--- src/verilog/host_mem_pkg.sv ---
// Sizes and shared types for the accelerator-to-host read path adapter
package host_mem_pkg;

    // Byte address width on both sides
    localparam int ADDR_W = 32;

    // One line is 64 bits, or 8 bytes
    localparam int DATA_W = 64;

    // Byte offset bits inside a line
    localparam int LINE_OFS_W = 3;

    // Accelerator burst length field, beats are the value plus one
    localparam int AFU_LEN_W = 8;

    // Host burst length field, beats are the value plus one
    localparam int HOST_LEN_W = 2;

    // Largest host burst, also the alignment unit in lines
    localparam int HOST_MAX_BEATS = 4;

    // Accelerator AXI ID width
    localparam int ID_W = 4;

    // Reorder buffer size and index width
    // The index doubles as the host request and response ID
    localparam int ROB_DEPTH = 32;
    localparam int ROB_IDX_W = 5;

    // Credit counter has to hold every value from 0 to ROB_DEPTH
    localparam int CREDIT_W = 6;

    // Burst mapper states
    typedef enum logic [0:0]
    {
        MAP_IDLE,
        MAP_SPLIT
    } map_state_t;

endpackage

--- src/verilog/host_mem_burst_map.sv ---
`timescale 1ns/1ps

module host_mem_burst_map import host_mem_pkg::*;
(
    input  logic                  clk,
    input  logic                  arst_n,

    // Accelerator read request
    input  logic                  ar_valid,
    output logic                  ar_ready,
    input  logic [ADDR_W-1:0]     ar_addr,
    input  logic [AFU_LEN_W-1:0]  ar_len,
    input  logic [ID_W-1:0]       ar_id,

    // Host-sized pieces toward the credit stage
    output logic                  map_valid,
    input  logic                  map_ready,
    output logic [ADDR_W-1:0]     map_addr,
    output logic [HOST_LEN_W-1:0] map_len,
    output logic [ID_W-1:0]       map_id,
    output logic                  map_last
);

    map_state_t state;

    // Byte address of the next piece and beats still to issue
    logic [ADDR_W-1:0]      cur_addr;
    logic [AFU_LEN_W:0]     beats_left;
    logic [ID_W-1:0]        cur_id;

    // Position of the current line inside its four-line group
    logic [HOST_LEN_W-1:0]  line_in_group;
    // Lines left until the next four-line boundary, 1 to 4
    logic [HOST_LEN_W:0]    to_boundary;
    logic [HOST_LEN_W:0]    piece_beats;

    assign line_in_group = cur_addr[LINE_OFS_W +: HOST_LEN_W];
    assign to_boundary   = (HOST_LEN_W + 1)'(HOST_MAX_BEATS) - {1'b0, line_in_group};

    // The burst ends inside this group, so this piece is the final one
    assign map_last    = beats_left <= (AFU_LEN_W + 1)'(to_boundary);
    // On the final piece beats_left is at most 4 and fits the narrow field
    assign piece_beats = map_last ? beats_left[HOST_LEN_W:0] : to_boundary;

    // New requests are taken only between bursts
    assign ar_ready  = (state == MAP_IDLE);
    assign map_valid = (state == MAP_SPLIT);
    assign map_addr  = cur_addr;
    assign map_len   = HOST_LEN_W'(piece_beats - 1'b1);
    assign map_id    = cur_id;

    always_ff @(posedge clk or negedge arst_n)
    begin
        if (!arst_n)
        begin
            state <= MAP_IDLE;
        end
        else
        begin
            case (state)
                MAP_IDLE:
                begin
                    if (ar_valid)
                    begin
                        state <= MAP_SPLIT;
                    end
                end
                MAP_SPLIT:
                begin
                    // Go back to idle once the last piece has left
                    if (map_ready && map_last)
                    begin
                        state <= MAP_IDLE;
                    end
                end
                default:
                begin
                    state <= MAP_IDLE;
                end
            endcase
        end
    end

    // Address, length and ID of the burst being split
    always_ff @(posedge clk)
    begin
        if (ar_valid && ar_ready)
        begin
            cur_addr   <= ar_addr;
            beats_left <= {1'b0, ar_len} + 1'b1;
            cur_id     <= ar_id;
        end
        else if (map_valid && map_ready)
        begin
            // Step past the lines that were just handed on
            cur_addr   <= cur_addr + (ADDR_W'(piece_beats) << LINE_OFS_W);
            beats_left <= beats_left - (AFU_LEN_W + 1)'(piece_beats);
        end
    end

    // The splitting arithmetic assumes line-aligned accelerator addresses
    a_ar_line_aligned: assert property (@(posedge clk) disable iff (!arst_n)
        (ar_valid && ar_ready) |-> (ar_addr[LINE_OFS_W-1:0] == '0))
        else $error("Accelerator read address %h is not line aligned", ar_addr);

endmodule

--- src/verilog/host_mem_rsp_credits.sv ---
`timescale 1ns/1ps

module host_mem_rsp_credits import host_mem_pkg::*;
(
    input  logic                  clk,
    input  logic                  arst_n,

    // Request from the burst mapper
    input  logic                  map_valid,
    output logic                  map_ready,
    input  logic [HOST_LEN_W-1:0] map_len,

    // Gated request toward the host
    output logic                  host_ar_valid,
    input  logic                  host_ar_ready,

    // One pulse per beat handed to the accelerator
    input  logic                  rob_free
);

    // Free ROB slots, starts full
    logic [CREDIT_W-1:0]   credits;
    logic [HOST_LEN_W:0]   req_beats;
    logic                  enough;
    logic                  take;

    assign req_beats = {1'b0, map_len} + 1'b1;

    // The host response channel can't stall, so a request goes out only
    // when every one of its beats already owns a slot
    assign enough = credits >= CREDIT_W'(req_beats);

    assign host_ar_valid = map_valid && enough;
    assign map_ready     = enough && host_ar_ready;

    assign take = host_ar_valid && host_ar_ready;

    // Spend and refund may land in the same cycle
    always_ff @(posedge clk or negedge arst_n)
    begin
        if (!arst_n)
        begin
            credits <= CREDIT_W'(ROB_DEPTH);
        end
        else
        begin
            credits <= credits - (take ? CREDIT_W'(req_beats) : '0) +
                       (rob_free ? CREDIT_W'(1) : '0);
        end
    end

    // More refunds than beats issued would mean the ROB freed a slot twice
    a_credit_bound: assert property (@(posedge clk) disable iff (!arst_n)
        credits <= CREDIT_W'(ROB_DEPTH))
        else $error("Credit count %0d exceeds ROB depth", credits);

endmodule

--- src/verilog/host_mem_rob.sv ---
`timescale 1ns/1ps

module host_mem_rob import host_mem_pkg::*;
(
    input  logic                  clk,
    input  logic                  arst_n,

    // Host request handshake and the fields needed to allocate
    input  logic                  host_ar_valid,
    input  logic                  host_ar_ready,
    input  logic [HOST_LEN_W-1:0] map_len,
    input  logic [ID_W-1:0]       map_id,
    input  logic                  map_last,
    output logic [ROB_IDX_W-1:0]  host_ar_id,

    // Host responses, no back-pressure possible
    input  logic                  host_r_valid,
    input  logic [DATA_W-1:0]     host_r_data,
    input  logic [ROB_IDX_W-1:0]  host_r_id,

    // In-order responses to the accelerator
    output logic                  r_valid,
    input  logic                  r_ready,
    output logic [DATA_W-1:0]     r_data,
    output logic [ID_W-1:0]       r_id,
    output logic                  r_last,

    // Credit refund, one per delivered beat
    output logic                  rob_free
);

    logic [DATA_W-1:0]     slot_data [ROB_DEPTH];
    logic [ID_W-1:0]       slot_id   [ROB_DEPTH];
    logic [ROB_DEPTH-1:0]  slot_last;

    // Slot owned by an outstanding request, and slot holding host data
    logic [ROB_DEPTH-1:0]  slot_alloc;
    logic [ROB_DEPTH-1:0]  slot_valid;

    logic [ROB_IDX_W-1:0]  tail;
    logic [ROB_IDX_W-1:0]  head;
    logic [ROB_IDX_W-1:0]  last_idx;

    logic                  alloc;
    logic [ROB_DEPTH-1:0]  alloc_mask;
    logic                  load;

    assign alloc      = host_ar_valid && host_ar_ready;
    assign host_ar_id = tail;
    assign last_idx   = tail + ROB_IDX_W'(map_len);

    // Refill the output stage whenever it is empty or being drained
    assign load     = slot_valid[head] && (!r_valid || r_ready);
    assign rob_free = r_valid && r_ready;

    // Consecutive slots from the tail, wrapping at ROB_DEPTH
    always_comb
    begin
        logic [ROB_IDX_W-1:0] slot;
        alloc_mask = '0;
        for (int i = 0; i < HOST_MAX_BEATS; i++)
        begin
            slot = tail + ROB_IDX_W'(i);
            if (i <= int'(map_len))
            begin
                alloc_mask[slot] = alloc;
            end
        end
    end

    always_ff @(posedge clk or negedge arst_n)
    begin
        if (!arst_n)
        begin
            tail       <= '0;
            head       <= '0;
            slot_alloc <= '0;
            slot_valid <= '0;
            r_valid    <= 1'b0;
        end
        else
        begin
            if (alloc)
            begin
                tail <= tail + ROB_IDX_W'(map_len) + 1'b1;
            end
            // The head slot is released as soon as it moves to the output stage
            if (load)
            begin
                head             <= head + 1'b1;
                slot_valid[head] <= 1'b0;
            end
            slot_alloc <= (slot_alloc & ~(load ? ROB_DEPTH'(1) << head : '0)) | alloc_mask;
            if (host_r_valid)
            begin
                slot_valid[host_r_id] <= 1'b1;
            end
            if (load)
            begin
                r_valid <= 1'b1;
            end
            else if (r_ready)
            begin
                r_valid <= 1'b0;
            end
        end
    end

    // Slot contents and the output stage payload
    always_ff @(posedge clk)
    begin
        for (int j = 0; j < ROB_DEPTH; j++)
        begin
            if (alloc_mask[j])
            begin
                slot_id[j]   <= map_id;
                slot_last[j] <= map_last && (ROB_IDX_W'(j) == last_idx);
            end
        end
        if (host_r_valid)
        begin
            slot_data[host_r_id] <= host_r_data;
        end
        if (load)
        begin
            r_data <= slot_data[head];
            r_id   <= slot_id[head];
            r_last <= slot_last[head];
        end
    end

    // Credits upstream must keep allocation from reaching data not yet drained
    a_alloc_free: assert property (@(posedge clk) disable iff (!arst_n)
        alloc |-> ((alloc_mask & slot_valid) == '0))
        else $error("ROB allocation overlaps a filled slot");

    // Host beats must target a slot that was requested and is still empty
    a_rsp_slot: assert property (@(posedge clk) disable iff (!arst_n)
        host_r_valid |-> (slot_alloc[host_r_id] && !slot_valid[host_r_id]))
        else $error("Host response id %0d hits an unexpected slot", host_r_id);

endmodule

--- src/verilog/map_axi_rd_to_host_mem.sv ---
`timescale 1ns/1ps

module map_axi_rd_to_host_mem import host_mem_pkg::*;
(
    input  logic                  clk,
    input  logic                  arst_n,

    // Accelerator read request
    input  logic                  ar_valid,
    output logic                  ar_ready,
    input  logic [ADDR_W-1:0]     ar_addr,
    input  logic [AFU_LEN_W-1:0]  ar_len,
    input  logic [ID_W-1:0]       ar_id,

    // Accelerator read response, in request order
    output logic                  r_valid,
    input  logic                  r_ready,
    output logic [DATA_W-1:0]     r_data,
    output logic [ID_W-1:0]       r_id,
    output logic                  r_last,

    // Host read request, IDs are ROB indices
    output logic                  host_ar_valid,
    input  logic                  host_ar_ready,
    output logic [ADDR_W-1:0]     host_ar_addr,
    output logic [HOST_LEN_W-1:0] host_ar_len,
    output logic [ROB_IDX_W-1:0]  host_ar_id,

    // Host read response, any order, no flow control
    input  logic                  host_r_valid,
    input  logic [DATA_W-1:0]     host_r_data,
    input  logic [ROB_IDX_W-1:0]  host_r_id
);

    // Pieces leaving the burst mapper
    logic                  map_valid;
    logic                  map_ready;
    logic [ID_W-1:0]       map_id;
    logic                  map_last;

    // Refund from the ROB to the credit counter
    logic                  rob_free;

    // Cut accelerator bursts into aligned host bursts of up to four lines
    // Address and length go to the host unchanged
    host_mem_burst_map map_bursts
    (
        .clk       (clk),
        .arst_n    (arst_n),
        .ar_valid  (ar_valid),
        .ar_ready  (ar_ready),
        .ar_addr   (ar_addr),
        .ar_len    (ar_len),
        .ar_id     (ar_id),
        .map_valid (map_valid),
        .map_ready (map_ready),
        .map_addr  (host_ar_addr),
        .map_len   (host_ar_len),
        .map_id    (map_id),
        .map_last  (map_last)
    );

    // Hold back requests until the ROB can absorb every beat
    host_mem_rsp_credits rsp_credits
    (
        .clk           (clk),
        .arst_n        (arst_n),
        .map_valid     (map_valid),
        .map_ready     (map_ready),
        .map_len       (host_ar_len),
        .host_ar_valid (host_ar_valid),
        .host_ar_ready (host_ar_ready),
        .rob_free      (rob_free)
    );

    // Sort host beats back into request order
    host_mem_rob rob
    (
        .clk           (clk),
        .arst_n        (arst_n),
        .host_ar_valid (host_ar_valid),
        .host_ar_ready (host_ar_ready),
        .map_len       (host_ar_len),
        .map_id        (map_id),
        .map_last      (map_last),
        .host_ar_id    (host_ar_id),
        .host_r_valid  (host_r_valid),
        .host_r_data   (host_r_data),
        .host_r_id     (host_r_id),
        .r_valid       (r_valid),
        .r_ready       (r_ready),
        .r_data        (r_data),
        .r_id          (r_id),
        .r_last        (r_last),
        .rob_free      (rob_free)
    );

endmodule

--- config.mk ---
export PLATFORM = sky130hd
export DESIGN_NAME = map_axi_rd_to_host_mem
export DESIGN_NICKNAME = d
export VERILOG_FILES = /design/src/verilog/host_mem_pkg.sv /design/src/verilog/host_mem_burst_map.sv /design/src/verilog/host_mem_rsp_credits.sv /design/src/verilog/host_mem_rob.sv /design/src/verilog/map_axi_rd_to_host_mem.sv
export SDC_FILE = /design/constraint.sdc
export NUM_CORES = 2
export LEC_CHECK = 0
export CORE_AREA = 2 2 609 611
export CTS_CLUSTER_SIZE = 28
export DETAILED_ROUTE_END_ITERATION = 10
export DIE_AREA = 0 0 611 613
export DONT_BUFFER_PORTS = 1
export GPL_TIMING_DRIVEN = 0
export SLEW_MARGIN = 20
export SYNTH_ARGS = -nofsm -noshare
export SYNTH_HDL_FRONTEND = slang
export SYNTH_HIERARCHICAL = 1
export SYNTH_SLANG_ARGS = --single-unit
--- constraint.sdc ---
create_clock -name clk -period 6 [get_ports clk]
set_input_delay 1.2 -clock clk [delete_from_list [all_inputs] [get_ports clk]]
set_output_delay 1.2 -clock clk [all_outputs]
set_load 0.03 [all_outputs]
Word level (Yosys, flattened, before mapping). Memory sizes are Yosys's and may differ from the RTL's. A register that Yosys moved wholly into a read port is not among the register bits. Cells that the tools add are included.

Bits in registers: 128. Latch bits: 0. RAM bits: 2176. Bits in read-only memories: 0. Input bits: 119. Memories: 2.

Add/sub/neg operators: 14. Multipliers: 0. Divide/modulo/power cells: 0. Magnitude comparators: 17. Eq/ne operators: 31. Shift-type cells: 0. Multiplexer cells: 102. Bitwise logic cells: 5. Reduce and logical (&&, ||, !) cells: 51.

Memory list: rob.slot_data (depth 32, bits a word 64, read ports 1, clocked after Yosys merged registers in 1, write ports 1, line host_mem_rob.sv:32) `logic [DATA_W-1:0] slot_data [ROB_DEPTH];`; rob.slot_id (depth 32, bits a word 4, read ports 1, clocked after Yosys merged registers in 1, write ports 32, line host_mem_rob.sv:33) `logic [ID_W-1:0] slot_id [ROB_DEPTH];`.

Operator list (number): $mux W32 (7); $bwmux W32 (3); $eq A5 B5 Y1 const A (16); $mux W1 (79); $and A32 B32 Y32 (2); $logic_and A1 B1 Y1 (46); $eq A4 B5 Y1 const A (8); $lt A5 B6 Y1 const B (6); $add A32 B6 Y32 (1); $not A32 Y32 (1); $or A32 B32 Y32 (1); $demux W1 S5 (6); $ge A5 B1 Y1 const B (6); $eq A3 B5 Y1 const A (4); $mux W9 (2); $add A5 B1 Y5 const B (3); $add A5 B2 Y5 const B (2); $bmux W1 S5 (2); $eq A2 B5 Y1 const A (2); $add A8 B1 Y9 const B (1); $le A9 B3 Y1 (1); $sub A9 B3 Y9 (1); $add A6 B6 Y6 (1); $ge A6 B3 Y1 (1); 15 further kinds (18).

Depth between registers and ports, before layout.
Word-level depth: 17. Gate-level depth with buffers: 23. Gate-level depth less buffers: 22.

Hierarchy. Netlist, hierarchy kept.

By module, submodules not included: host_mem_rob (times used 1, cells each 3954, area each 88357.2 um2, seq. area each 69451.6 um2); host_mem_burst_map (times used 1, cells each 289, area each 2907.8 um2, seq. area each 1376.3 um2); host_mem_rsp_credits (times used 1, cells each 52, area each 538.0 um2, seq. area each 151.4 um2).

Worst setup path after synthesis. No wires, ideal clock.

Path kind: flip-flop to flip-flop. From: reg map_bursts.cur_addr[3] (netlist: map_bursts/map_addr[3]). To: mem rob.slot_id[20][0] (enable). Library setup time: 0.355 ns. Data arrival time: 5.496 ns. Setup slack: 0.149 ns. Stages on the path, launching flop included: 22. Cell sequence: edfxtp_1 -> inv_1 -> ha_1 -> inv_1 -> ha_1 -> nor2b_1 -> o21ai_0 -> a32oi_1 -> or4_1 -> buf_6 -> mux2i_1 -> ha_1 -> inv_1 -> ha_1 -> a21oi_1 -> o211ai_2 -> and2_1 -> and2_0 -> clkbuf_1 -> o21a_1 -> nand2_1 -> o22ai_1.

RTL lines: start: declaration (line host_mem_burst_map.sv:27) `logic [ADDR_W-1:0] cur_addr;`; start signal: assignment (line host_mem_burst_map.sv:89) `cur_addr <= ar_addr;`; start signal: assignment (line host_mem_burst_map.sv:96) `cur_addr <= cur_addr + (ADDR_W'(piece_beats) << LINE_OFS_W);`; end: declaration (line host_mem_rob.sv:33).

Worst setup path in the final report.
From: reg map_bursts.cur_addr[3] (netlist: map_bursts/map_addr[3]). To: out host_ar_valid.

Cells in the longest elaborated chain, start to end: 7.

RTL lines: $sub A3 B2 Y3 * (line host_mem_burst_map.sv:38) `assign to_boundary = (HOST_LEN_W + 1)'(HOST_MAX_BEATS) - {1'b0, line_in_group};`; $le A9 B3 Y1 (line host_mem_burst_map.sv:41) `assign map_last = beats_left <= (AFU_LEN_W + 1)'(to_boundary);`; $mux W3 * (line host_mem_burst_map.sv:43) `assign piece_beats = map_last ? beats_left[HOST_LEN_W:0] : to_boundary;`; $sub A2 B1 Y2 * (line host_mem_burst_map.sv:49) `assign map_len = HOST_LEN_W'(piece_beats - 1'b1);`; net host_ar_len[1] (line map_axi_rd_to_host_mem.sv:26) `output logic [HOST_LEN_W-1:0] host_ar_len,`; $add A2 B1 Y3 * (line host_mem_rsp_credits.sv:27) `assign req_beats = {1'b0, map_len} + 1'b1;`; $ge A6 B3 Y1 * (line host_mem_rsp_credits.sv:31) `assign enough = credits >= CREDIT_W'(req_beats);`; $logic_and A1 B1 Y1 * (line host_mem_rsp_credits.sv:33) `assign host_ar_valid = map_valid && enough;`; end: declaration (line map_axi_rd_to_host_mem.sv:23) `output logic host_ar_valid,`.

Mark *: on every way through the listed nets, which the timed path passes. The rest lies on a longest branch.

==> run metrics <==
switching share of total power 0.335; drt pass-1 iters 7; fmax 165 MHz; Total GRT Usage 0.143; Critical Path End Type output port; Max Fanout on Critical Path 7; Tmin final 6.07 ns; area of the die 375000 um^2; count leader, synth edfxtp_1; Pwr Total 50.0 mW; run status complete, but fails checks; Die Width 611 um; worst r2r src map_bursts/map_addr[3]$_DFFE_PP_; area share of the largest cell type after synthesis 0.760; Top FF cell, synth edfxtp_1; DRC viols 0; failing checks setup timing; Clock Path Buffers 4; Comb pwr share 0.296; Leak 33.3 nW; Core ar. 368000 um^2; clock latency on the worst-skew pair 0.91 ns; worst-margin pin slew 1.21 ns; Critical R2R Capture rob/slot_id[25][1]$_DFFE_PP_; Distinct cells, synth 70; FFs w/ async S/R, synth 0.0211; Cell Int Power 33.2 mW; clk sink count 2372; syn_nets 4457; RSZ-0062 raised after global routing true; Syn Std Cell Area 91800 um^2; fin area 109000 um^2; DR vias 48300; DR vias/cell 4.97; H-tree levels 4; Worst setup SP type register; number of synthesized register bits 2372; GPL Wtd Cong 0.842; WL per Instance 28.3 um; synth top area cells edfxtp_1, mux4_2, a22oi_1; Arr. time, crit path 4.87 ns; sequential share of the synthesized area 0.773; final setup vio count 1; number of I/O pins 230; clk slew on worst S/H paths 0.07 ns; Seq pwr share 0.418; initial antenna violation count 15; DRT iter0 DRCs 6466; Power Density 457 nW/um^2; R2R Setup Slk 0.18 ns; VDD IR max 0.000305 V; post-place instance area 102000 um^2; Remaining Overflow, GRT 0; largest net degree at the start of global routing 79; vias in the first global route 47400; final hold vios 0; die height 613 um; Port Buffers 0; Post-synth EDFFs 2322; first-pass GRT wire length 378 mm; Post-Syn Instances 4295; post-route setup slack -0.0656 ns; CP Data Required Time 4.80 ns; fin crit share 1.01; HP Class in2async; Starting Density 0.250; Clk pwr share 0.285; sw power 16.8 mW; proportion of layout cells with a drive suffix above 1 0.257; worst rel slew slack 0.191; Setup Skew 0.110 ns; Clock Tree Root clkbuf_16; nets@finish 4859; CTS tree yes; max-capacitance violation count 0; Ys Warns 6; final slew viol count 0; Synth area leader edfxtp_1; syn_area_per_cell 21.4 um^2; Synth top cells by count edfxtp_1, mux4_2, a22oi_1; dpl hpwl 184 mm; num rows 223; CTS buffer count 231; Worst Reg2Reg Path Length in Cells 21; Synth-to-Final Area Change 19.2%; post-route ant nets 0; final wirelength 275 mm; Crit Path Class reg2out
[layout by cell type (no fill, tap or decap), types with 13 or more instances in the layout]
master / netlist / routed
clkbuf_16: 0 / 232
buf_12: 0 / 84
ha_1: 39 / 35
nand3_1: 32 / 32
dfrtp_1: 49 / 49
inv_1: 34 / 29
nor2_4: 0 / 31
nor2b_1: 16 / 15
o22ai_2: 0 / 13
clkinv_2: 0 / 44
and2_1: 19 / 19
xnor2_1: 27 / 27
buf_4: 9 / 18
nor3_1: 21 / 20
buf_2: 72 / 73
clkinv_1: 1 / 54
nor2_1: 141 / 108
a32oi_1: 13 / 13
a22oi_1: 282 / 282
mux2i_1: 23 / 21
edfxtp_1: 2322 / 2322
a21oi_1: 51 / 48
nand4_1: 82 / 82
buf_1: 31 / 29
o21ai_0: 48 / 46
nand2_1: 121 / 120
clkbuf_2: 2 / 31
bufinv_16: 0 / 22
xor2_1: 33 / 33
buf_16: 0 / 63
mux4_2: 552 / 552
clkbuf_1: 114 / 127
[routing by layer]
layer | GRT usage | share of wire | up-vias
met2 | 0.239 | 0.49 | 2739
met4 | 0.0443 | 0.033 | 8
li1 | - | - | 19000
met3 | 0.0371 | 0.11 | 518
met5 | 0.00465 | 0.0010 | -
met1 | 0.180 | 0.38 | 26000
[critical path, stage by stage (launching register included)]
cell	delay, ns
edfxtp_1	0.85
inv_2	0.13
ha_4	0.32
inv_4	0.04
ha_4	0.21
nor2b_4	0.12
o21ai_1	0.11
a32oi_1	0.08
or4_4	0.56
buf_12	0.16
mux2i_4	0.31
buf_6	0.22
ha_4	0.22
inv_4	0.05
ha_4	0.20
a21oi_4	0.15
o211ai_2	0.11
and2_4	0.20
[logic make-up after synthesis]
family,share of synthesized area
AOI/OAI and AO/OA,0.0372
xor gates and xnor gates,0.00572
adders and majority gates,0.00619
buffers and inverters,0.0126
DFF,0.773
muxes,0.138
and+or+nand+nor,0.0268
[worst max-delay path by stage]
| stage | cells past startpoint | from | slack [ns] | end |
|---|---|---|---|---|
| finish | 17 | map_bursts/map_addr[3]$_DFFE_PP_ | -0.07 | host_ar_valid |
| global route | 15 | map_bursts/map_addr[3]$_DFFE_PP_ | -0.28 | host_ar_valid |
| CTS | 16 | map_bursts/map_addr[3]$_DFFE_PP_ | -0.09 | host_ar_valid |
| detailed placement | 21 | map_bursts/map_addr[3]$_DFFE_PP_ | -0.82 | rob/slot_id[20][0]$_DFFE_PP_ |
| global placement | 5 | host_r_id[1] | -4.24 | rob/slot_valid[28]$_DFF_PN0_ |
| floorplan | 21 | map_bursts/map_addr[3]$_DFFE_PP_ | 0.15 | rob/slot_id[20][0]$_DFFE_PP_ |
[state kept, by name, indices dropped and copies added, names as in the netlist, 4 cells and up]
| signal | count |
|---|---|
| rob/r_id | 4 |
| map_bursts/beats_left | 9 |
| rsp_credits/credits | 6 |
| map_bursts/map_addr | 32 |
| map_bursts/map_id | 4 |
| rob/slot_id | 128 |
| rob/slot_data | 2048 |
| rob/slot_valid | 32 |
| rob/slot_last | 32 |
| rob/r_data | 64 |
| rob/head | 5 |
| rob/host_ar_id | 5 |
[layout make-up]
cell class | instances | area, um^2
repair buffers | 169 | 3650
diodes | 1 | 2.50
multi-input cells | 1657 | 20200
well taps | 4837 | 6050
flip-flops and latches | 2372 | 71000
clock inverters | 143 | 1380
clock buffers | 273 | 5960
inverters | 35 | 141
plain buffers | 231 | 1050
fillers | 35400 | 258000
[what timing repair did]
item	in CTS	in global routing
endpoints found under the hold margin	24	0
setup buffers	7	3
setup endpoints to repair	162	106
cloned	1	0
hold buffers	3	0
gates resized for setup	23	24
pin swaps	9	7
[per-stage QoR]
| stage | utilization | cells | hold WS [ns] | setup TNS, ns | setup WS, ns |
|---|---|---|---|---|---|
| after floorplan | - | 4295 | 0.494 | 0 | 0.149 |
| after global placement | 0.266 | 9132 | 0.515 | -7375.53 | -4.24 |
| after detailed placement | 0.276 | 9281 | 0.522 | -63.13 | -0.817 |
| after CTS | 0.297 | 9708 | 0.000177 | -0.0908 | -0.0908 |
| after global routing | 0.297 | 9717 | 0.0167 | -0.501 | -0.279 |
| final | 0.297 | 9718 | 0.0437 | -0.0656 | -0.0656 |
[power by group through the flow]
stage	combinational [mW]	clock (mW)	sequential [mW]
after global routing	15.6	15.1	21.0
after global placement	14.0	0	21.3
after floorplan	9.13	0	20.8
after CTS	14.6	14.5	21.0
final	14.8	14.3	20.9
after detailed placement	14.3	0	21.3
Note: power is estimated with default switching activity, not from simulation.
